## src/include/catGame_defs.svh

```systemverilog
`ifndef CATGAME_DEFS_SVH
`define CATGAME_DEFS_SVH

// board size, cells per side
`define GRID_N 8

// raster counters
`define COUNT_W 10

// cell geometry in raster pixels
`define CELL_X0 222
`define CELL_Y0 35
`define CELL_PITCH 60
`define CELL_SIZE 51

// sync pulses are high below these counts
`define HSYNC_END 96
`define VSYNC_END 2

// row and column the cat starts on
`define CAT_START 3

// 12-bit colours, red in the top nibble
`define COLOR_WHITE 12'hFFF
`define COLOR_GRAY 12'h888
`define COLOR_ORANGE 12'hF80
`define COLOR_BLANK 12'h00F
`define COLOR_WIN 12'h0F0
`define COLOR_LOSE 12'hF00
`define COLOR_FIELD 12'h000

`define WB_DAT_W 8

`endif

```

## src/verilog/catGamePkg.sv

```systemverilog
`include "catGame_defs.svh"

package catGamePkg;

	// game progress, PLAY right after reset
	typedef enum logic [1:0]
	{
		PLAY = 2'd0,
		WIN  = 2'd1,
		LOSE = 2'd2
	} gameState_t;

	// row or column index on the board
	typedef logic [2:0] cellIdx_t;

	// red, green, blue nibbles
	typedef logic [11:0] color_t;

	// one bit per cell at row * 8 + column, set when blocked
	typedef logic [`GRID_N*`GRID_N-1:0] grid_t;

endpackage

```

## src/verilog/catMover.sv

```systemverilog
`timescale 1ns/1ps

module catMover (
	input  catGamePkg::grid_t     grid,
	input  catGamePkg::cellIdx_t  catRow,
	input  catGamePkg::cellIdx_t  catCol,
	output catGamePkg::cellIdx_t  nextRow,
	output catGamePkg::cellIdx_t  nextCol,
	output logic                  trapped
);
	import catGamePkg::*;

	cellIdx_t downRow;
	cellIdx_t upRow;
	cellIdx_t rightCol;
	cellIdx_t leftCol;

	// the cat is off the edge in PLAY, so no neighbour wraps
	assign downRow  = catRow + 3'd1;
	assign upRow    = catRow - 3'd1;
	assign rightCol = catCol + 3'd1;
	assign leftCol  = catCol - 3'd1;

	// fixed order: row+1, row-1, col+1, col-1
	always_comb
	begin
		nextRow = catRow;
		nextCol = catCol;
		trapped = 1'b0;
		if (!grid[{downRow, catCol}])
			nextRow = downRow;
		else if (!grid[{upRow, catCol}])
			nextRow = upRow;
		else if (!grid[{catRow, rightCol}])
			nextCol = rightCol;
		else if (!grid[{catRow, leftCol}])
			nextCol = leftCol;
		else
			trapped = 1'b1;
	end

endmodule

```

## src/verilog/boardKeeper.sv

```systemverilog
`timescale 1ns/1ps
`include "catGame_defs.svh"

module boardKeeper (
	input  logic                    clk,
	input  logic                    rst,
	input  logic                    cyc,
	input  logic                    stb,
	input  logic                    we,
	input  logic [`WB_DAT_W-1:0]    datIn,
	output logic                    ack,
	output logic [`WB_DAT_W-1:0]    datOut,
	output catGamePkg::grid_t       grid,
	output catGamePkg::cellIdx_t    catRow,
	output catGamePkg::cellIdx_t    catCol,
	output catGamePkg::gameState_t  state
);
	import catGamePkg::*;

	cellIdx_t reqRow;
	cellIdx_t reqCol;
	grid_t    gridNext;
	cellIdx_t nextRow;
	cellIdx_t nextCol;
	logic     trapped;
	logic     busWrite;
	logic     accept;
	logic     onEdge;

	assign reqRow = datIn[5:3];
	assign reqCol = datIn[2:0];

	// board as it would be with the requested block placed
	always_comb
	begin
		gridNext = grid;
		gridNext[{reqRow, reqCol}] = 1'b1;
	end

	catMover u_catMover (
		.grid    (gridNext),
		.catRow  (catRow),
		.catCol  (catCol),
		.nextRow (nextRow),
		.nextCol (nextCol),
		.trapped (trapped)
	);

	// writes act on the same edge that raises ack
	assign busWrite = cyc && stb && we && !ack;
	assign accept   = busWrite && (state == PLAY) && !grid[{reqRow, reqCol}]
		&& !((reqRow == catRow) && (reqCol == catCol));

	// escape when the cat lands on any border cell
	assign onEdge = (nextRow == 3'd0) || (nextRow == cellIdx_t'(`GRID_N - 1))
		|| (nextCol == 3'd0) || (nextCol == cellIdx_t'(`GRID_N - 1));

	always_ff @(posedge clk)
	begin
		if (rst)
		begin
			ack    <= 1'b0;
			grid   <= '0;
			catRow <= cellIdx_t'(`CAT_START);
			catCol <= cellIdx_t'(`CAT_START);
			state  <= PLAY;
		end
		else
		begin
			ack <= cyc && stb && !ack;
			if (busWrite && (state != PLAY))
			begin
				// any write after the game ends starts a fresh board
				grid   <= '0;
				catRow <= cellIdx_t'(`CAT_START);
				catCol <= cellIdx_t'(`CAT_START);
				state  <= PLAY;
			end
			else if (accept)
			begin
				grid <= gridNext;
				if (trapped)
					state <= WIN;
				else
				begin
					catRow <= nextRow;
					catCol <= nextCol;
					if (onEdge)
						state <= LOSE;
				end
			end
		end
	end

	// status word: cat row, cat column, game state
	assign datOut = {catRow, catCol, state};

endmodule

```

## src/verilog/cellLocator.sv

```systemverilog
`timescale 1ns/1ps
`include "catGame_defs.svh"

module cellLocator (
	input  logic                  clk,
	input  logic                  rst,
	input  logic [`COUNT_W-1:0]   hCount,
	input  logic [`COUNT_W-1:0]   vCount,
	input  logic                  bright,
	output logic                  inCell,
	output catGamePkg::cellIdx_t  cellRow,
	output catGamePkg::cellIdx_t  cellCol,
	output logic                  brightQ,
	output logic                  hSyncQ,
	output logic                  vSyncQ
);
	import catGamePkg::*;

	logic [3:0] colSpan;
	logic [3:0] rowSpan;

	// hit flag in the top bit, span index below it
	function automatic logic [3:0] findSpan(input logic [`COUNT_W-1:0] pos, input int origin);
		logic [3:0] hit;
		int         lo;
		hit = 4'd0;
		for (int i = 0; i < `GRID_N; i++)
		begin
			lo = origin + i * `CELL_PITCH;
			// cell size is counted inclusively, so the last pixel is lo + size - 1
			if (int'(pos) >= lo && int'(pos) <= lo + `CELL_SIZE - 1)
				hit = {1'b1, 3'(i)};
		end
		return hit;
	endfunction

	// columns follow hCount, rows follow vCount
	assign colSpan = findSpan(hCount, `CELL_X0);
	assign rowSpan = findSpan(vCount, `CELL_Y0);

	always_ff @(posedge clk)
	begin
		if (rst)
		begin
			inCell  <= 1'b0;
			brightQ <= 1'b0;
			hSyncQ  <= 1'b0;
			vSyncQ  <= 1'b0;
		end
		else
		begin
			inCell  <= colSpan[3] && rowSpan[3];
			brightQ <= bright;
			hSyncQ  <= hCount < `HSYNC_END;
			vSyncQ  <= vCount < `VSYNC_END;
		end
	end

	// index is only looked at when inCell is set
	always_ff @(posedge clk)
	begin
		cellRow <= rowSpan[2:0];
		cellCol <= colSpan[2:0];
	end

endmodule

```

## src/verilog/pixelShader.sv

```systemverilog
`timescale 1ns/1ps
`include "catGame_defs.svh"

module pixelShader (
	input  logic                    clk,
	input  logic                    rst,
	input  logic                    inCell,
	input  catGamePkg::cellIdx_t    cellRow,
	input  catGamePkg::cellIdx_t    cellCol,
	input  logic                    brightQ,
	input  logic                    hSyncQ,
	input  logic                    vSyncQ,
	input  catGamePkg::grid_t       grid,
	input  catGamePkg::cellIdx_t    catRow,
	input  catGamePkg::cellIdx_t    catCol,
	input  catGamePkg::gameState_t  state,
	output catGamePkg::color_t      rgb,
	output logic                    hSync,
	output logic                    vSync
);
	import catGamePkg::*;

	color_t pixColor;
	logic   onCat;
	logic   blocked;

	assign onCat   = (cellRow == catRow) && (cellCol == catCol);
	assign blocked = grid[{cellRow, cellCol}];

	// blanking first, then the cell contents, then the background
	always_comb
	begin
		if (!brightQ)
			pixColor = `COLOR_BLANK;
		else if (inCell)
		begin
			if (onCat)
				pixColor = `COLOR_ORANGE;
			else if (blocked)
				pixColor = `COLOR_GRAY;
			else
				pixColor = `COLOR_WHITE;
		end
		else
		begin
			case (state)
				WIN:     pixColor = `COLOR_WIN;
				LOSE:    pixColor = `COLOR_LOSE;
				default: pixColor = `COLOR_FIELD;
			endcase
		end
	end

	always_ff @(posedge clk)
	begin
		if (rst)
		begin
			rgb   <= `COLOR_BLANK;
			hSync <= 1'b0;
			vSync <= 1'b0;
		end
		else
		begin
			rgb   <= pixColor;
			hSync <= hSyncQ;
			vSync <= vSyncQ;
		end
	end

endmodule

```

## src/verilog/catGameTop.sv

```systemverilog
`timescale 1ns/1ps
`include "catGame_defs.svh"

module catGameTop (
	input  logic                  clk,
	input  logic                  rst,
	input  logic                  cyc,
	input  logic                  stb,
	input  logic                  we,
	input  logic [`WB_DAT_W-1:0]  datIn,
	input  logic [`COUNT_W-1:0]   hCount,
	input  logic [`COUNT_W-1:0]   vCount,
	input  logic                  bright,
	output logic                  ack,
	output logic [`WB_DAT_W-1:0]  datOut,
	output catGamePkg::color_t    rgb,
	output logic                  hSync,
	output logic                  vSync
);
	import catGamePkg::*;

	// board registers shared with the shader
	grid_t      grid;
	cellIdx_t   catRow;
	cellIdx_t   catCol;
	gameState_t state;

	// pixel stage 1 to stage 2
	logic     inCell;
	cellIdx_t cellRow;
	cellIdx_t cellCol;
	logic     brightQ;
	logic     hSyncQ;
	logic     vSyncQ;

	boardKeeper u_boardKeeper (
		.clk    (clk),
		.rst    (rst),
		.cyc    (cyc),
		.stb    (stb),
		.we     (we),
		.datIn  (datIn),
		.ack    (ack),
		.datOut (datOut),
		.grid   (grid),
		.catRow (catRow),
		.catCol (catCol),
		.state  (state)
	);

	cellLocator u_cellLocator (
		.clk     (clk),
		.rst     (rst),
		.hCount  (hCount),
		.vCount  (vCount),
		.bright  (bright),
		.inCell  (inCell),
		.cellRow (cellRow),
		.cellCol (cellCol),
		.brightQ (brightQ),
		.hSyncQ  (hSyncQ),
		.vSyncQ  (vSyncQ)
	);

	pixelShader u_pixelShader (
		.clk     (clk),
		.rst     (rst),
		.inCell  (inCell),
		.cellRow (cellRow),
		.cellCol (cellCol),
		.brightQ (brightQ),
		.hSyncQ  (hSyncQ),
		.vSyncQ  (vSyncQ),
		.grid    (grid),
		.catRow  (catRow),
		.catCol  (catCol),
		.state   (state),
		.rgb     (rgb),
		.hSync   (hSync),
		.vSync   (vSync)
	);

endmodule

```

## config.mk

```make
export PLATFORM = sky130hd
export DESIGN_NAME = catGameTop
export DESIGN_NICKNAME = d
export VERILOG_FILES = /design/src/verilog/catGamePkg.sv /design/src/verilog/catMover.sv /design/src/verilog/boardKeeper.sv /design/src/verilog/cellLocator.sv /design/src/verilog/pixelShader.sv /design/src/verilog/catGameTop.sv
export VERILOG_INCLUDE_DIRS = /design/src /design/src/include
export SDC_FILE = /design/constraint.sdc
export NUM_CORES = 1
export LEC_CHECK = 0
export BUFFER_PORTS_ARGS = -buffer_cell sky130_fd_sc_hd__clkbuf_2
export CORE_MARGIN = 8
export CORE_UTILIZATION = 45
export DETAILED_ROUTE_END_ITERATION = 10
export SLEW_MARGIN = 20
export SYNTH_ARGS = -nofsm -noshare
export SYNTH_HDL_FRONTEND = slang
export SYNTH_HIERARCHICAL = 1
export SYNTH_SLANG_ARGS = --single-unit
```

## constraint.sdc

```tcl
create_clock -name clk -period 5.5 [get_ports clk]
set_input_delay 0.825 -clock clk [delete_from_list [all_inputs] [get_ports clk]]
set_output_delay 0.825 -clock clk [all_outputs]
set_load 0.02 [all_outputs]
```

==> out/metrics.cfg <==
[yosys]
async_reset_ff_share_pct = 0
netlist_instances = 769
ys_warn_count = 6
yosysMostFrequentCell = dfxtp_1
syn-num-nets = 807
synth_cell_types = 95
synth_area_um2 = 7926
seq_area_frac_synth_pct = 22.98
syn_area_per_cell_um2 = 10.31
synth_seq_cells = 91
synth-edff-count = 0
yosysTopAreaCell = dfxtp_1
yosys-top-cells-area = dfxtp_1, mux4_2, o211a_1
synth_ff_type = dfxtp_1
synth.top_cell.area_share_pct = 22.98
ys_top_cells_by_count = dfxtp_1, a21o_1, o211a_1

[place]
place.gp.congestion = 0.8890
place_ws_ps = 190.3
place_area_um2 = 8139
place_inst = 995
dp_hpwl_um = 17420
numPortBuffers = 54

[timing]
setup_tns_ps = 0
post-route-period-util_pct = 91.94
slew_headroom_pct = 25.21
max_freq_ghz = 0.1978
clock_skew_ps = 6.217
report.final.slew_viol_count = 0
rsz0062_at_grt = false
finalSetupViolations = 0
hold_violations = 0
setup_ws_ps = 443.5
fin_crit_ps = 5056
tightest_slew_ps = 1121

[grt]
grt.total_usage_pct = 21.82
grt_first_pass_wirelength_um = 37890
grt_pass1_vias = 6606
grt_max_degree = 71
grt-ovfl-total = 0
antenna_found_initial = 0

[final_layout]
fillCellCount = 1564
fin_nets = 819
drive_above_1_share_pct = 25.57
diodes = 0
final_util_pct = 49.41
final_area_um2 = 8517
syn_to_final_growth_pct = 7.451
fin_cells = 1011

[worst_setup_path]
reg2reg_depth = 15
crit_slowest_cell = nor3_1
slowest_delay_ps = 870
cp.depth = 17
crit_family = simple AND/OR/NAND/NOR gates
required_ps = 5800
cp_max_fo = 9
startpoint_type = primary input
crit_buf_inv = 3
crit_path_end_kind = flip-flop
arrival_ps = 5360
critical_path_class = in -> reg
crit_chain = clkbuf_2 > inv_1 > nor3_1 > buf_4 > a21o_1 > mux4_2 > a22oi_1 > a211oi_2 > nor4_4 > or2_1 > or4_1 > o311ai_1 > and3_1 > nor2_1 > a31o_2 > nor4_1 > o21a_1

[worst_hold_path]
min-delay-path-class = reg -> reg
hold-path-cell-count = 1

[detailed_routing]
drtIter0Drc = 724
drt_pass1_iterations = 5
drc_errors = 0
via_per_inst = 6.817
wire_per_inst_um = 24.24
routed_wl_um = 24500
ant_nets = 0
route.vias.total = 6892

[floorplanning]
die_y_um = 148.7
design.die.area_um2 = 22120
ios = 57
core_um2 = 17240
num_rows = 48
start_util_pct = 45.99
fp.dieW_um = 148.7

[power_and_ir_drop]
combPwrFrac_pct = 15.4
p_sw_share_pct = 27.47
power_leakage_nw = 4.721
switchingPower_uw = 476.2
p_seq_share_pct = 39.2
max-vdd-ir-drop_uv = 139.0
intPower_mw = 1.258
pwr_density_cell_nw_per_um2 = 203.6
pwr-share-clk_pct = 45.4

[clock_tree]
post_cts_buffers = 0
clk_latency_ps = 360
post_cts_resized = 0
hold_buffers = 0
clkTransAtPathRegs_ps = 70
max-clock-path-buffers = 2
cts_tree = yes
cts_sinks = 91
ctsHtreeMaxLevel = 3
cts_buffers = 9
cts-root-buf = clkbuf_16

[outcome]
outcome = completed

[flow_run]
max_cap_violations = 0

cell families after synthesis:
kind of cell | synth area share, %
adders and majority gates | 0.6314
AOI/OAI and AO/OA | 25.49
DFF | 22.98
and+or+nand+nor | 15.66
muxes | 24.99
xor gates and xnor gates | 2.399
buffers and inverters | 7.845
power groups by stage:
| stage | sequential, mW | clock (mW) | combinational, mW |
|---|---|---|---|
| 2_1_floorplan | 0.691 | 0 | 0.198 |
| 3_3_place_gp | 0.694 | 0 | 0.255 |
| 3_5_place_dp | 0.695 | 0 | 0.260 |
| 4_1_cts | 0.680 | 0.800 | 0.261 |
| 5_1_grt | 0.681 | 0.825 | 0.285 |
| 6_report | 0.680 | 0.787 | 0.267 |
area by class of cell:
| class | count | area, um^2 | share of cell area, % |
|---|---|---|---|
| Inverter | 17 | 63.81 | 0.7492 |
| Sequential cell | 91 | 1823 | 21.40 |
| Timing Repair Buffer | 79 | 470.5 | 5.524 |
| Clock buffer | 9 | 225.2 | 2.644 |
| Tap cell | 225 | 281.5 | 3.305 |
| Multi-Input combinational cell | 583 | 5508 | 64.67 |
| Clock inverter | 7 | 145.1 | 1.704 |
per-stage QoR:
| stage | hold WS [ps] | total power, mW |
|---|---|---|
| 2_1_floorplan | 413.8 | 0.8891 |
| 3_3_place_gp | 422.3 | 0.9497 |
| 3_5_place_dp | 424.2 | 0.9554 |
| 4_1_cts | 441.0 | 1.741 |
| 5_1_grt | 460.7 | 1.791 |
| 6_report | 438.4 | 1.734 |
cells in the final DEF (no fill, tap or decap), drive strengths merged, types with 7 or more instances in the layout:
cell,Yosys,final
dfxtp,91,91
mux4,69,69
a21o,66,66
o211a,66,66
clkbuf,18,63
nor2,43,43
mux2i,37,37
nand2,32,32
buf,60,25
a21oi,22,22
nor3,21,21
inv,17,19
nand3,15,15
xnor2,13,13
nand2b,11,11
a22oi,11,11
o21ai,10,10
nor4,10,10
nor2b,9,9
and3,8,8
a211oi,8,8
nand3b,7,7
nand4,7,7
xor2,7,7
flip-flops by register name (all words and copies together) (netlist names):
register / cells
u_boardKeeper/ack: 1
u_boardKeeper/catCol: 3
u_boardKeeper/catRow: 3
u_boardKeeper/grid: 64
u_boardKeeper/state: 2
u_cellLocator/brightQ: 1
u_cellLocator/cellCol: 3
u_cellLocator/cellRow: 3
u_cellLocator/hSyncQ: 1
u_cellLocator/inCell: 1
u_cellLocator/vSyncQ: 1
u_pixelShader/hSync: 1
u_pixelShader/rgb: 6
u_pixelShader/vSync: 1
path summary, 6_finish.rpt:
kind	from	end	slack [ps]
max	datIn[1]	u_boardKeeper/state[1]$_SDFFE_PP0P_	440
min	u_cellLocator/hSyncQ$_SDFF_PP0_	u_pixelShader/hSync$_SDFF_PP0_	440
max reg2reg	u_boardKeeper/catCol[1]$_SDFFE_PP1P_	u_boardKeeper/state[1]$_SDFFE_PP0P_	720
min reg2reg	u_cellLocator/hSyncQ$_SDFF_PP0_	u_pixelShader/hSync$_SDFF_PP0_	440
routing by layer:
layer  GRT usage [%]  part of all wire (%)  vias to the layer above
li1                -                     -                     3082
met1           29.11                    43                     3415
met2           35.02                    46                      347
met3           4.011                   7.9                       48
met4           6.986                   2.7                        0
met5               0                     0                        -
No activity file was read; power rests on OpenSTA's default activity.
